<file path="config.mk">
export PLATFORM = sky130hd
export DESIGN_NAME = mrd_stage_cfg
export DESIGN_NICKNAME = d
export VERILOG_FILES = /design/src/mrd_cfg_pkg.sv /design/src/mrd_stage_cfg.sv
export SDC_FILE = /design/constraint.sdc
export NUM_CORES = 1
export LEC_CHECK = 0
export ABC_AREA = 1
export BUFFER_PORTS_ARGS = -buffer_cell sky130_fd_sc_hd__buf_2
export CORE_AREA = 5 5 42 44
export DETAILED_ROUTE_END_ITERATION = 8
export DIE_AREA = 0 0 47 49
export PLACE_DENSITY_LB_ADDON = 0.2
export SYNTH_ARGS = -nofsm -noshare
export SYNTH_HDL_FRONTEND = slang
export SYNTH_SLANG_ARGS = --single-unit
</file>
<file path="constraint.sdc">
create_clock -name clk -period 2.6 [get_ports clk]
set_input_delay 0.26 -clock clk [delete_from_list [all_inputs] [get_ports clk]]
set_output_delay 0.26 -clock clk [all_outputs]
set_load 0.02 [all_outputs]
</file>
<file path="src/mrd_cfg_pkg.sv">
package mrd_cfg_pkg;

	// butterfly factor of the stage
	typedef enum logic [2:0] {
		RADIX_2 = 3'd2,
		RADIX_4 = 3'd4,
		RADIX_5 = 3'd5
	} radix_e;

	// bits of headroom the input already carries
	typedef logic [1:0] margin_t;

	// right shift applied to the butterfly results
	typedef logic [1:0] growth_t;

	// block exponent that travels with each vector and wraps at 16
	typedef logic [3:0] exp_t;

endpackage

</file>
<file path="src/mrd_stage_cfg.sv">
`timescale 1ns/1ps

module mrd_stage_cfg (
	input logic clk,
	input logic rst_n,
	input logic cfg_we_i,
	input mrd_cfg_pkg::radix_e factor_i,
	input mrd_cfg_pkg::margin_t margin_i,
	output mrd_cfg_pkg::radix_e radix_o,
	output mrd_cfg_pkg::growth_t word_growth_o
);
	import mrd_cfg_pkg::*;

	margin_t margin_q;
	growth_t worst_growth;

	// default stage is radix-4 without headroom
	always_ff @(posedge clk) begin
		if (!rst_n) begin
			radix_o <= RADIX_4;
			margin_q <= '0;
		end else if (cfg_we_i) begin
			radix_o <= factor_i;
			margin_q <= margin_i;
		end
	end

	// radix-2 may grow by 2 bits and the other factors by 3
	always_comb begin
		if (radix_o == RADIX_2) begin
			worst_growth = 2'd2;
		end else begin
			worst_growth = 2'd3;
		end
	end

	// headroom already in the input absorbs part of the growth
	assign word_growth_o = (worst_growth > margin_q) ? worst_growth - margin_q : 2'd0;

endmodule

</file>
==> flow_summary.json <==
{
  "grt.overflow.total": 0,
  "yosysUniqueCellTypes": 10,
  "port_buffers": 12,
  "ir_drop_uv": 208.0,
  "viasPerCell": 3.638,
  "crit_path_start_kind": "register",
  "cts_sinks": 5,
  "synth_compound_area_share_pct": 0,
  "min_path_type": "primary input to register",
  "fp.dieH_um": 49,
  "totalWireLength_um": 554,
  "cts_hold_buf": 0,
  "rsz0062_at_grt": "false",
  "dieArea_mm2": 0.002303,
  "fp.dieW_um": 47,
  "pwr_density_cell_mw_per_mm2": 594.8,
  "cts_buffers": 3,
  "yosysTopAreaCellShare_pct": 37.91,
  "setup_violations": 0,
  "tns_ps": 0,
  "min_delay_path_depth": 3,
  "ys_warn_count": 0,
  "power_uw": 213.6,
  "instances_no_fill": 69,
  "synthSimpleGateAreaFrac_pct": 39.81,
  "area_delta_synth_final_pct": 36.02,
  "drive_above_1_share_pct": 35.85,
  "synth_xor_area_share_pct": 0,
  "drt_iter0_drc": 1,
  "required_ps": 2340,
  "setup_ws_ps": 908.1,
  "yosysSeqAreaShare_pct": 37.91,
  "crit_type": "register to primary output",
  "antenna_found_initial": 0,
  "grtUsageTotal_pct": 6.408,
  "fin_crit_sh_pct": 65.07,
  "utilization_pct": 25.62,
  "worst_slew_pin_slew_ps": 210.7,
  "clk_path_buf_depth": 2,
  "period_minus_slack_ps": 1692,
  "ys_top_cells_by_area": "dfxtp_1 38%, nand2_1 13%, nor2_1 13%, ha_1 9.5%, inv_1 8.5%",
  "num_rows": 14,
  "syn_nets": 48,
  "cp_data_arrival_time_ps": 1430,
  "p_leak_nw": 0.2078,
  "slew_headroom_pct": 85.95,
  "max_freq_ghz": 0.5911,
  "ctsResizeCount": 0,
  "critPathCaptureType": "primary output",
  "wire_per_inst_um": 8.029,
  "antenna-diode-count": 0,
  "yosys.area_share.adder_pct": 9.479,
  "drcViolationCount": 0,
  "place.gp.congestion": 0.6348,
  "numPlacedInstances": 65,
  "dp.final_hpwl_um": 431.8,
  "hold_ws_ps": 232.5,
  "clock_skew_ps": 0,
  "dr.pass1.iters": 2,
  "dp_slack_ps": 1140,
  "dpl_cell_area_um2": 332.8,
  "grt_first_pass_wirelength_mm": 1.021,
  "drv_slew": 0,
  "clkTransAtPathRegs_ps": 40,
  "synth_top_family_by_area": "simple AND/OR/NAND/NOR gates",
  "design_area_um2": 359.1,
  "syn_inst": 38,
  "syn_avg_cell_area_um2": 6.947,
  "yosysTopAreaCell": "dfxtp_1",
  "outcome": "finished clean",
  "ctsHtreeMaxLevel": 1,
  "grt_max_degree": 11,
  "grt_pass1_vias": 250,
  "coreArea_mm2": 0.001401,
  "tritoncts": "done",
  "clk_latency_ps": 240,
  "critPathMaxFanout": 3,
  "hold_viol": 0,
  "n_fill_cell": 171,
  "ant_nets": 0,
  "syn-cell-area_um2": 264.0,
  "layout.nets": 64,
  "synth.mux.area_fraction_pct": 0,
  "post_cts_buffers": 0,
  "cts-root-buf": "clkbuf_4",
  "num_vias": 251,
  "start_util_pct": 18.84,
  "maxCapViolCount": 0,
  "rr_worst_depth": 2,
  "synth-seq-cells": 5,
  "ios": 13
}
flip-flops by register name (all words and copies together) (netlist names):
name / cells
radix_o: 3
margin_q: 2
synth_stat cells:
master / number
nor2_2: 1
buf_6: 1
nand2_2: 3
nor2_1: 9
nor3b_1: 1
nand2_1: 9
ha_1: 2
nand3_1: 1
inv_1: 6
dfxtp_1: 5
worst max-delay path, stage by stage, from the launching register on:
cell and delay, ps:
dfxtp_1 330, nor3b_1 210, ha_1 180, ha_1 220, nor2_1 90, buf_2 160
cell type report:
class,count,area (µm²),area share (%)
well taps,16,20.02,5.575
multi-input cells,26,130.1,36.24
clock buffers,4,26.28,7.317
inverters,6,22.52,6.272
repair buffers,12,60.06,16.72
flip-flops and latches,5,100.1,27.87
cell usage in the layout (no fill, tap or decap):
cell / count
nand2_1: 9
dfxtp_1: 5
nor3b_1: 1
nor2_2: 1
nor2_1: 9
nand2_2: 3
buf_2: 12
clkbuf_1: 1
nand3_1: 1
inv_1: 6
clkbuf_4: 3
ha_1: 2
layer usage:
metal | wire length, µm | up-vias | global-route usage (%)
li1 | - | 141 | -
met1 | 278 | 97 | 8.132
met2 | 193 | 11 | 6.787
met3 | 69 | 2 | 2.214
met4 | 13 | 0 | 8.295
met5 | 0 | - | 0
final timing paths:
check	end	start	slack, ps
worst max register to register	radix_o[1]	radix_o[1]	2020
worst min-delay path	radix_o[2]	factor_i[2]	230
worst min register to register	radix_o[2]	radix_o[2]	490
worst max-delay path	word_growth_o[1]	radix_o[1]	910
where the power goes:
part | internal [mW] | total (mW) | switching (mW)
combinational | 0.0156 | 0.0390 | 0.0234
clock | 0.0579 | 0.0883 | 0.0304
sequential | 0.0825 | 0.0863 | 0.00381
total | 0.156 | 0.214 | 0.0576
cell families (layout without fill, tap and decap cells):
group	count (synthesis)	after routing
buf+inv	7	22
flops	5	5
fa+ha+maj	2	2
simple gates	24	24
Note: power is estimated with default switching activity, not from simulation.
