--- src/include/mrd_consts.svh ---
`ifndef MRD_CONSTS_SVH
`define MRD_CONSTS_SVH

// Q1.17 sample width
`define MRD_DW 18
// Q4.17 butterfly result width
`define MRD_AW 21
// complex lanes in one vector
`define MRD_LANES 5
// cycles from engine input to registered engine output
`define MRD_ENG_LAT 6
// fraction bits of the radix-5 coefficients
`define MRD_CF 16

// radix-5 twiddle constants in Q1.16
`define MRD_C1 (18'sd20252)
`define MRD_C2 (-18'sd53020)
`define MRD_S1 (18'sd62328)
`define MRD_S2 (18'sd38521)

`endif

--- src/mrd_data_pkg.sv ---
`include "mrd_consts.svh"

package mrd_data_pkg;

	// real or imaginary part of one sample in Q1.17
	typedef logic signed [`MRD_DW-1:0] sample_t;

	// first add level in Q2.17
	typedef logic signed [`MRD_DW:0] sum_t;

	// butterfly result before scaling in Q4.17
	typedef logic signed [`MRD_AW-1:0] acc_t;

	// lanes 0 to 3 packed into one word for the radix-4 input delay
	typedef sample_t [3:0] quad_t;

endpackage

--- src/mrd_cfg_pkg.sv ---
package mrd_cfg_pkg;

	// butterfly factor of the stage
	typedef enum logic [2:0] {
		RADIX_2 = 3'd2,
		RADIX_4 = 3'd4,
		RADIX_5 = 3'd5
	} radix_e;

	// bits of headroom the input already carries
	typedef logic [1:0] margin_t;

	// right shift applied to the butterfly results
	typedef logic [1:0] growth_t;

	// block exponent that travels with each vector and wraps at 16
	typedef logic [3:0] exp_t;

endpackage

--- src/mrd_out_select.sv ---
`timescale 1ns/1ps
`include "mrd_consts.svh"

module mrd_out_select (
	input logic clk,
	input logic rst_n,
	input mrd_cfg_pkg::radix_e radix_i,
	input mrd_cfg_pkg::growth_t word_growth_i,
	input logic val_i,
	input mrd_cfg_pkg::exp_t exp_i,
	input mrd_data_pkg::sample_t r42_re_i [0:`MRD_LANES-1],
	input mrd_data_pkg::sample_t r42_im_i [0:`MRD_LANES-1],
	input mrd_data_pkg::sample_t r5_re_i [0:`MRD_LANES-1],
	input mrd_data_pkg::sample_t r5_im_i [0:`MRD_LANES-1],
	output logic out_val_o,
	output mrd_cfg_pkg::exp_t exp_o,
	output mrd_data_pkg::sample_t dout_re_o [0:`MRD_LANES-1],
	output mrd_data_pkg::sample_t dout_im_o [0:`MRD_LANES-1]
);
	import mrd_cfg_pkg::*;

	logic use_r5;

	assign use_r5 = (radix_i == RADIX_5);

	always_ff @(posedge clk) begin
		if (!rst_n) begin
			out_val_o <= 1'b0;
			exp_o <= '0;
			dout_re_o <= '{default: '0};
			dout_im_o <= '{default: '0};
		end else begin
			out_val_o <= val_i;
			// exponent only moves with a valid vector
			if (val_i) begin
				exp_o <= exp_i + exp_t'(word_growth_i);
			end
			for (int i = 0; i < `MRD_LANES; i++) begin
				dout_re_o[i] <= use_r5 ? r5_re_i[i] : r42_re_i[i];
				dout_im_o[i] <= use_r5 ? r5_im_i[i] : r42_im_i[i];
			end
		end
	end

endmodule

--- config.mk ---
export PLATFORM = sky130hd
export DESIGN_NAME = mrd_out_select
export DESIGN_NICKNAME = d
export VERILOG_FILES = /design/src/mrd_data_pkg.sv /design/src/mrd_cfg_pkg.sv /design/src/mrd_out_select.sv
export VERILOG_INCLUDE_DIRS = /design/src /design/src/include
export SDC_FILE = /design/constraint.sdc
export NUM_CORES = 1
export LEC_CHECK = 0
export ABC_AREA = 1
export BUFFER_PORTS_ARGS = -buffer_cell sky130_fd_sc_hd__clkbuf_2
export CAP_MARGIN = 5
export CORE_AREA = 2 2 217 219
export CTS_CLUSTER_DIAMETER = 40
export DETAILED_ROUTE_END_ITERATION = 12
export DIE_AREA = 0 0 219 221
export SYNTH_ARGS = -nofsm -noshare
export SYNTH_HDL_FRONTEND = slang
export SYNTH_SLANG_ARGS = --single-unit
--- constraint.sdc ---
create_clock -name clk -period 3.15 [get_ports clk]
set_input_delay 0.1575 -clock clk [delete_from_list [all_inputs] [get_ports clk]]
set_output_delay 0.1575 -clock clk [all_outputs]
set_load 0.02 [all_outputs]
==> impl.org, run 1 <==
** Placed design
- Final Wtd Congestion :: 0.8203
- IO Port Bufs :: 556
- DPL Wire Length :: 21.75 mm
- OpenSTA, run right after detailed placement, puts the worst setup slack at 1.630 ns.
- Dpl cell area :: 0.009778 mm^2

** STA
- Setup repair after global routing left no endpoint under its margin.
- Maximum frequency from static timing analysis :: 581.4 MHz
- For the finished layout, the period the worst path requires is 1.720 ns.
- On the final layout, the worst clock skew is 0 ns.
- Once routing completed, OpenROAD measured the worst setup slack at 1.430 ns.
- Setup TNS Final :: 0 ns
- Hold Worst Slack :: 0.04476 ns
- The worst path uses 54.60% of the clock period.
- The final hold violation count is 0.
- For the pin with the worst max-slew slack, the measured transition is 0.8637 ns.
- Number of slew-limit violations in the final report :: 0
- Final setup fails :: 0
- Measured against its own limit, the worst slew margin works out to 42.42%.

** Logic synthesis
- Flop and latch count out of synthesis :: 185
- In this run the biggest area consumer among cell types represents 57.51% of the synthesized area.
- Synth area leaders :: sky130_fd_sc_hd__dfxtp_1 (58%), sky130_fd_sc_hd__nor2_1 (21%), sky130_fd_sc_hd__o21ai_1 (12%)
- The average instance in the mapped netlist occupies 7.882 um^2.
- Sequential area share after synthesis :: 57.51%
- Area leader, netlist :: sky130_fd_sc_hd__dfxtp_1
- Netlist cell types :: 18
- Post-Synthesis Cells :: 817
- The number of nets in the synthesized netlist is 1192.
- Yosys synthesis warning count :: 0
- Netlist area before placement :: 0.006440 mm^2

** Worst setup path
- Data required time at the worst endpoint :: 3.56 ns
- The worst setup path is captured at a register.
- Register-to-register path setup slack :: 2.49 ns
- Crit path max fanout :: 180
- The critical path is of the in2reg type.
- The worst setup path is launched from a primary input.
- The startpoint identified for the worst register-to-register timing path is exp_o[2].
- Logic depth of the worst register-to-register path :: 4
- The worst register-to-register path ends at exp_o[2].
- CP arrival :: 2.13 ns

** Drt
- After detailed routing, the number of remaining DRC violations is 0.
- After the first detailed-routing iteration, the DRC count stood at 318.
- Count of vias placed by the detailed router :: 9023
- Wire length after detailed routing :: 33.75 mm
- In the routed layout, each cell is associated on average with a via count of 3.883.
- After detailed routing, the average wire length per cell comes to 14.52 um.
- Detailed-router iteration count before antenna repair :: 5
- The detail route stage leaves a number of antenna-violating nets equal to 0.

** Final layout
- The filler cells instantiated in the layout total 4716.
- Fraction of layout instances using a drive strength above 1 :: 34.64%
- Leaving out fill and tap cells, the most frequent cell in the layout is sky130_fd_sc_hd__clkbuf_2.
- Total area of multi-input combinational cells :: 0.002416 mm^2
- The net count of the finished layout is 2077.
- Post-route standard cell area excluding fillers :: 0.01405 mm^2
- Relative to the synthesized area, the layout overhead comes to 118.2%.
- Summing all flip-flop and latch instances after layout gives 0.003704 mm^2.
- In the layout the commonest cells are sky130_fd_sc_hd__clkbuf_2 (555), sky130_fd_sc_hd__nor2_1 (368), sky130_fd_sc_hd__dlygate4sd3_1 (363).
- Final cell utilization of the core :: 30.51%

** Power
- Peak ir drop on the vdd network :: 0.0002733 V
- Reported leakage power :: 7.250 nW
- PD cells :: 443.1 mW/mm^2

** Clock tree
- CTS tree :: yes
- CTS clock-pin slew for the worst setup and hold paths :: 0.07 ns
- Clock insertion delay at the later pin of the skew report :: 0.48 ns
- CTS Sinks :: 185
- Post-cts sizing count :: 0
- TritonCTS created 17 clock buffers.
- CTS placed an instance of sky130_fd_sc_hd__clkbuf_16 at the clock tree root.
- Maximum number of buffers from clock root to sink :: 2
- Number of levels in the clock H-tree :: 4

** Floorplanning
- # IOs :: 557
- After floorplanning, the core was divided into 79 placement rows.
- Die span in x :: 219 um
- Effective utilization at floorplan :: 13.98%
- Die Span Y :: 221 um
- The region available for standard cell placement spans 0.04606 mm^2.
- The floorplan step defined a die boundary enclosing 0.04840 mm^2.

** Global route
- Antenna violations before repair :: 3
- Global routing used 13.65% of the available tracks.
- The first global-routing pass estimated 50.19 mm of wire.
- Entering global routing, the biggest net connects 181 pins.
- Via count of the first global-routing pass :: 9711
- Congestion Overflow GR :: 0

** Min path
- Path category of the worst min-delay check :: in2reg
- For hold timing, the worst endpoint is exp_o[0].
- Hold Path Origin :: word_growth_i[0]
- Along the worst hold path, the cell count comes to 4.

** Run status
- The flow ran to the end, and the final reports show no timing, DRC or antenna violations.

** Run
- Number of max-capacitance violations reported :: 0
==> power breakdown <==
group | total (mW) | switching, mW | internal, mW
combinational | 1.33 | 0.640 | 0.685
clock | 2.35 | 0.991 | 1.36
sequential | 2.55 | 0.0523 | 2.50
total | 6.23 | 1.68 | 4.54
==> cell usage after synthesis <==
cell                       instances
sky130_fd_sc_hd__buf_1             2
sky130_fd_sc_hd__buf_2            15
sky130_fd_sc_hd__buf_4            12
sky130_fd_sc_hd__clkbuf_1         24
sky130_fd_sc_hd__clkbuf_2          5
sky130_fd_sc_hd__dfxtp_1         185
sky130_fd_sc_hd__fa_1              1
sky130_fd_sc_hd__ha_1              2
sky130_fd_sc_hd__inv_1             7
sky130_fd_sc_hd__inv_4             1
sky130_fd_sc_hd__nand2_1           5
sky130_fd_sc_hd__nand2_2           1
sky130_fd_sc_hd__nand3_1           4
sky130_fd_sc_hd__nor2_1          368
sky130_fd_sc_hd__nor2_8            1
sky130_fd_sc_hd__o21ai_0          35
sky130_fd_sc_hd__o21ai_1         148
sky130_fd_sc_hd__xor2_1            1
==> metrics by stage <==
| stage | power, mW | cells |
|---|---|---|
| 2_1_floorplan | 3.028 | 817 |
| 4_1_cts | 6.286 | 2322 |
| 5_1_grt | 6.507 | 2324 |
| 3_3_place_gp | 3.495 | 1927 |
| 3_5_place_dp | 3.510 | 1927 |
| 6_report | 6.226 | 2324 |
==> worst max path at each step <==
| stage | endpoint | startpoint | slack [ns] |
|---|---|---|---|
| 2_1_floorplan | exp_o[2] | word_growth_i[0] | 1.97 |
| 4_1_cts | dout_im_o[64] | radix_i[2] | 1.64 |
| 5_1_grt | dout_im_o[56] | radix_i[2] | 1.41 |
| 3_3_place_gp | dout_re_o[2] | radix_i[2] | 1.69 |
| 6_report | dout_im_o[56] | radix_i[2] | 1.43 |
| 3_5_place_dp | dout_im_o[64] | radix_i[2] | 1.63 |
==> sequential cells by signal (all words and copies together) (netlist names) <==
name and cells:
out_val_o 1, exp_o 4, dout_im_o 90, dout_re_o 90
==> critical path: stages <==
cell                            delay (ns)
sky130_fd_sc_hd__clkbuf_2             0.09
sky130_fd_sc_hd__nand2_2              0.08
sky130_fd_sc_hd__nor2_8               0.13
sky130_fd_sc_hd__buf_12               0.57
sky130_fd_sc_hd__o21ai_0              0.21
sky130_fd_sc_hd__nor2_1               0.14
sky130_fd_sc_hd__dlygate4sd3_1        0.58
==> cell families (layout without fill, tap and decap cells) <==
group / count (synthesis) / in the layout / share of synthesized area [%]
AND/OR/NAND/NOR: 379 / 379 / 22.46
flip-flops: 185 / 185 / 57.51
AO/OA/AOI/OAI: 183 / 183 / 14.22
buffers and inverters: 66 / 964 / 4.974
adder cells (fa/ha/maj): 3 / 3 / 0.6994
XOR/XNOR: 1 / 1 / 0.1360
other: 0 / 2 / 0
==> repair_timing <==
action | 4_1_cts | 5_1_grt
hold endpoints to repair | 183 | 0
setup buffers | 0 | 0
hold buffers | 363 | 0
==> final cells by class <==
cell class / count / share of cell area [%]
diodes: 2 / 0.03562
clock buffers: 20 / 3.179
clock inverters: 12 / 1.344
inverters: 8 / 0.2493
multi-input cells: 566 / 17.19
flip-flops and latches: 185 / 26.36
well taps: 607 / 5.405
repair buffers: 924 / 46.24
==> routing by layer <==
metal | global-route usage (%) | routed length, um
met1 | 13.17 | 12480
met2 | 24.87 | 17120
met3 | 4.701 | 2720
met4 | 8.086 | 1418
met5 | 0 | 0
No activity file was read; power rests on OpenSTA's default activity.
==> inputs of run 2 (changes only) <==
--- a/config.mk
+++ b/config.mk
@@ -9,10 +9,10 @@
 export ABC_AREA = 1
 export BUFFER_PORTS_ARGS = -buffer_cell sky130_fd_sc_hd__clkbuf_2
 export CAP_MARGIN = 5
-export CORE_AREA = 2 2 217 219
+export CORE_AREA = 2 2 218 220
 export CTS_CLUSTER_DIAMETER = 40
 export DETAILED_ROUTE_END_ITERATION = 12
-export DIE_AREA = 0 0 219 221
+export DIE_AREA = 0 0 220 222
 export SYNTH_ARGS = -nofsm -noshare
 export SYNTH_HDL_FRONTEND = slang
 export SYNTH_SLANG_ARGS = --single-unit
==> constraint.sdc (replaced) <==
create_clock -name clk -period 1.5 [get_ports clk]
set_input_delay 0.075 -clock clk [delete_from_list [all_inputs] [get_ports clk]]
set_output_delay 0.075 -clock clk [all_outputs]
set_load 0.02 [all_outputs]
==> run 2 against run 1 <==
Clock power increased by 86%. First-iteration DRC count is 1.9% higher. Sequential power rose by 110%. Core utilization up 0.11 points. Clock skew is the same. Die area grew 0.91%. Worst hold slack gained 0.042 ns. Largest cell class unchanged. Highest routed layer is now met5. Sequential share of layout area down 0.21 points.
==> impl.org, run 2 (synthesis gave the netlist of run 1 again) <==
** Run status
- Run status :: completed

** Global route
- Global-route usage over all layers :: 13.57% (-0.081 points)
- The number of global-route vias before repair is 9665 (-0.47%).
- The leftover overflow at the end of global routing came to 0 (unchanged).
- The pin count of the biggest net entering global routing came to 87 (-52%).
- The global-route wire length before repair was 50.18 mm (about the same).
- The number of antenna violations at the first check in global routing came to 4 (+1).

** STA
- The worst path needs 1.467 ns of the cycle, external delays included.
- The final count of pins violating max slew came to 0 (unchanged).
- Derived from the worst setup path, the maximum achievable clock frequency is 681.8 MHz.
- The headroom to the max-slew limit was 70.09% (+28 points).
- The worst clock skew came to 0 ns (unchanged).
- The total negative setup slack came to 0 ns (unchanged).
- Final setup fails :: 0 (unchanged)
- Final critical-path share of the clock period :: 97.78%
- Final hold violation count :: 0 (unchanged)
- Worst Max-Slew Pin Slew :: 0.4487 ns (-0.4151 ns)
- Unrepaired setup endpoints after global routing :: no

** Floorplanning
- Die Span Y :: 222 um (+0.45%)
- The starting density of the core is 13.92% (-0.060 points).
- Area inside the core boundary :: 0.04626 mm^2 (+0.43%)
- The number of ports placed on the die boundary was 557 (unchanged).
- The total number of placement rows is 79 (unchanged).
- Die span in x :: 220 um (+0.46%)
- Die area :: 0.04884 mm^2 (+0.91%)

** Clock tree
- CTS Sinks :: 185 (unchanged)
- Number of levels in the clock H-tree :: 4 (unchanged)
- The clock transition time at the flip-flop clock pins of the worst setup and hold paths is 0.07 ns (about the same).
- Clock insertion delay at the later pin of the skew report :: 0.47 ns (about the same)
- Clock buffers created by TritonCTS :: 17 (unchanged)
- CTS tree :: yes
- Buffer count from post-CTS setup fixing :: 0 (unchanged)
- The cell sitting at the root of the clock tree is a sky130_fd_sc_hd__clkbuf_16.
- Maximum number of buffers from clock root to sink :: 2 (unchanged)

** Placed design
- The sum of net half-perimeters after detailed placement is 22.57 mm (+3.8%).
- The quantity of I/O buffers inserted on ports is 556 (unchanged).
- The last weighted congestion value of the routability-driven placer was 0.8350 (+1.8%).

** Worst setup path
- The slowest stage of the critical path is the sky130_fd_sc_hd__dlygate4sd3_1 cell.
- CP arrival :: 1.84 ns (-0.29 ns)
- The critical path required time is 1.87 ns (-1.69 ns).
- Crit Path Category :: in2reg
- Crit path max fanout :: 3 (-98%)
- Cell family with most CP delay :: buffers and inverters
- Crit path largest cell delay :: 0.56 ns (-0.02 ns)
- Crit path buffers/inverters :: 4 (+1)
- Cell mode on critical path :: sky130_fd_sc_hd__nand2_1
- Cell breakdown of the critical path :: dlygate4sd3_1, clkbuf_2, ha_2, nand2_1, nand2_1, nand3_1, nand3_1, dlygate4sd3_1, nand2_1, inv_1
- The worst setup path is launched from a primary input.
- STA classifies the critical path endpoint as a register.

** Drt
- The number of nets still failing antenna checks after routing was 0 (unchanged).
- Via/cell ratio :: 3.898 (+0.41%)
- The wire length after detailed routing is 34.15 mm (+1.2%).
- Wire per inst :: 14.63 um (+0.78%)
- Count of vias placed by the detailed router :: 9099 (+0.84%)
- Iteration-0 DRC count of the detailed router :: 324 (+1.9%)
- DR DRC count :: 0 (unchanged)
- The count of TritonRoute iterations in the first routing pass came to 5 (unchanged).

** Power
- The total leakage power came to 7.301 nW (+0.70%).
- Peak ir drop on the vdd network :: 0.0006575 V (+140%)
- The total chip power is 12.58 mW (+100%).
- The power per standard cell area was 888.1 mW/mm^2 (+100%).

** Final layout
- The final net count was 2091 (+0.67%).
- Most frequent standard cell in the layout excluding fill and tap cells :: sky130_fd_sc_hd__clkbuf_2
- Combined flip-flop and latch cell area :: 0.003704 mm^2 (unchanged)
- Synthesis-to-layout area growth :: 120.0%
- The largest registers in the layout are dout_im_o x90, dout_re_o x90, exp_o x4.
- Commonest cells after routing, fill and taps aside :: sky130_fd_sc_hd__clkbuf_2 (554), sky130_fd_sc_hd__nor2_1 (368), sky130_fd_sc_hd__dlygate4sd3_1 (366)
- Final cell utilization of the core :: 30.62% (+0.11 points)
- The area of the multi-input gates is 0.002431 mm^2 (+0.62%).
- Fraction of layout instances using a drive strength above 1 :: 34.96% (+0.32 points)
- Number of fillers in the final layout :: 4674 (-0.89%)

** Run
- Number of max-capacitance violations reported :: 0 (unchanged)

** Min path
- Path category of the worst min-delay check :: in2reg
==> run 2: layout make-up <==
type	instances	area share, %
clock inverter	7	0.5035
sequential	185	26.15
antenna	2	0.03533
timing repair buffer	938	47.22
clock buffer	21	3.321
tap	607	5.362
multi-input combinational	566	17.16
inverter	8	0.2473
==> run 2: final timing paths <==
kind / from / to / slack [ns] / cells after the start
worst max register to register: exp_o[2] / exp_o[2] / 0.83 / 4
worst max-delay path: word_growth_i[0] / exp_o[3] / 0.03 / 10
worst min-delay path: rst_n / out_val_o / 0.09 / 4
worst min register to register: exp_o[0] / exp_o[0] / 0.51 / 2
==> run 2: layer usage <==
| metal | part of all wire [%] | global-route usage, % | vias up |
|---|---|---|---|
| met5 | 0.035 | 0 | - |
| met3 | 8.6 | 5.240 | 68 |
| met4 | 3.8 | 6.755 | 2 |
| li1 | - | - | 4397 |
| met1 | 38 | 13.69 | 4168 |
| met2 | 49 | 24.13 | 464 |
==> run 2: worst reg2reg max path, delay by kind of cell (launching register included) <==
family / cells / cell delay [ns]
AND/OR/NAND/NOR: 2 / 0.12
AO/OA/AOI/OAI: 1 / 0.07
buffers and inverters: 1 / 0.06
flip-flops: 1 / 0.31
==> run 2: stage by stage <==
| step | instances | worst slack (ns) | area [um^2] | hold slack [ns] |
|---|---|---|---|---|
| floorplan | 817 | 0.3978 | 6440 | 0.1685 |
| global placement | 1938 | 0.1561 | 9932 | 0.2956 |
| detailed placement | 1938 | 0.1990 | 9932 | 0.3046 |
| CTS | 2333 | 0.01958 | 14150 | 0.008644 |
| global route | 2334 | 0.005597 | 14160 | 0.09086 |
| finish | 2334 | 0.03336 | 14160 | 0.08705 |
==> run 2: repair_timing <==
item,in CTS,in global routing
resized for setup,0,3
hold buffers,367,0
endpoints found under the hold margin,185,0
endpoints found under the setup margin,0,1
==> run 2: power by group <==
| group | total, mW | internal (mW) | switching, mW |
|---|---|---|---|
| combinational | 2.86 | 1.48 | 1.37 |
| sequential | 5.36 | 5.25 | 0.114 |
| clock | 4.36 | 2.38 | 1.99 |
| total | 12.6 | 9.11 | 3.47 |
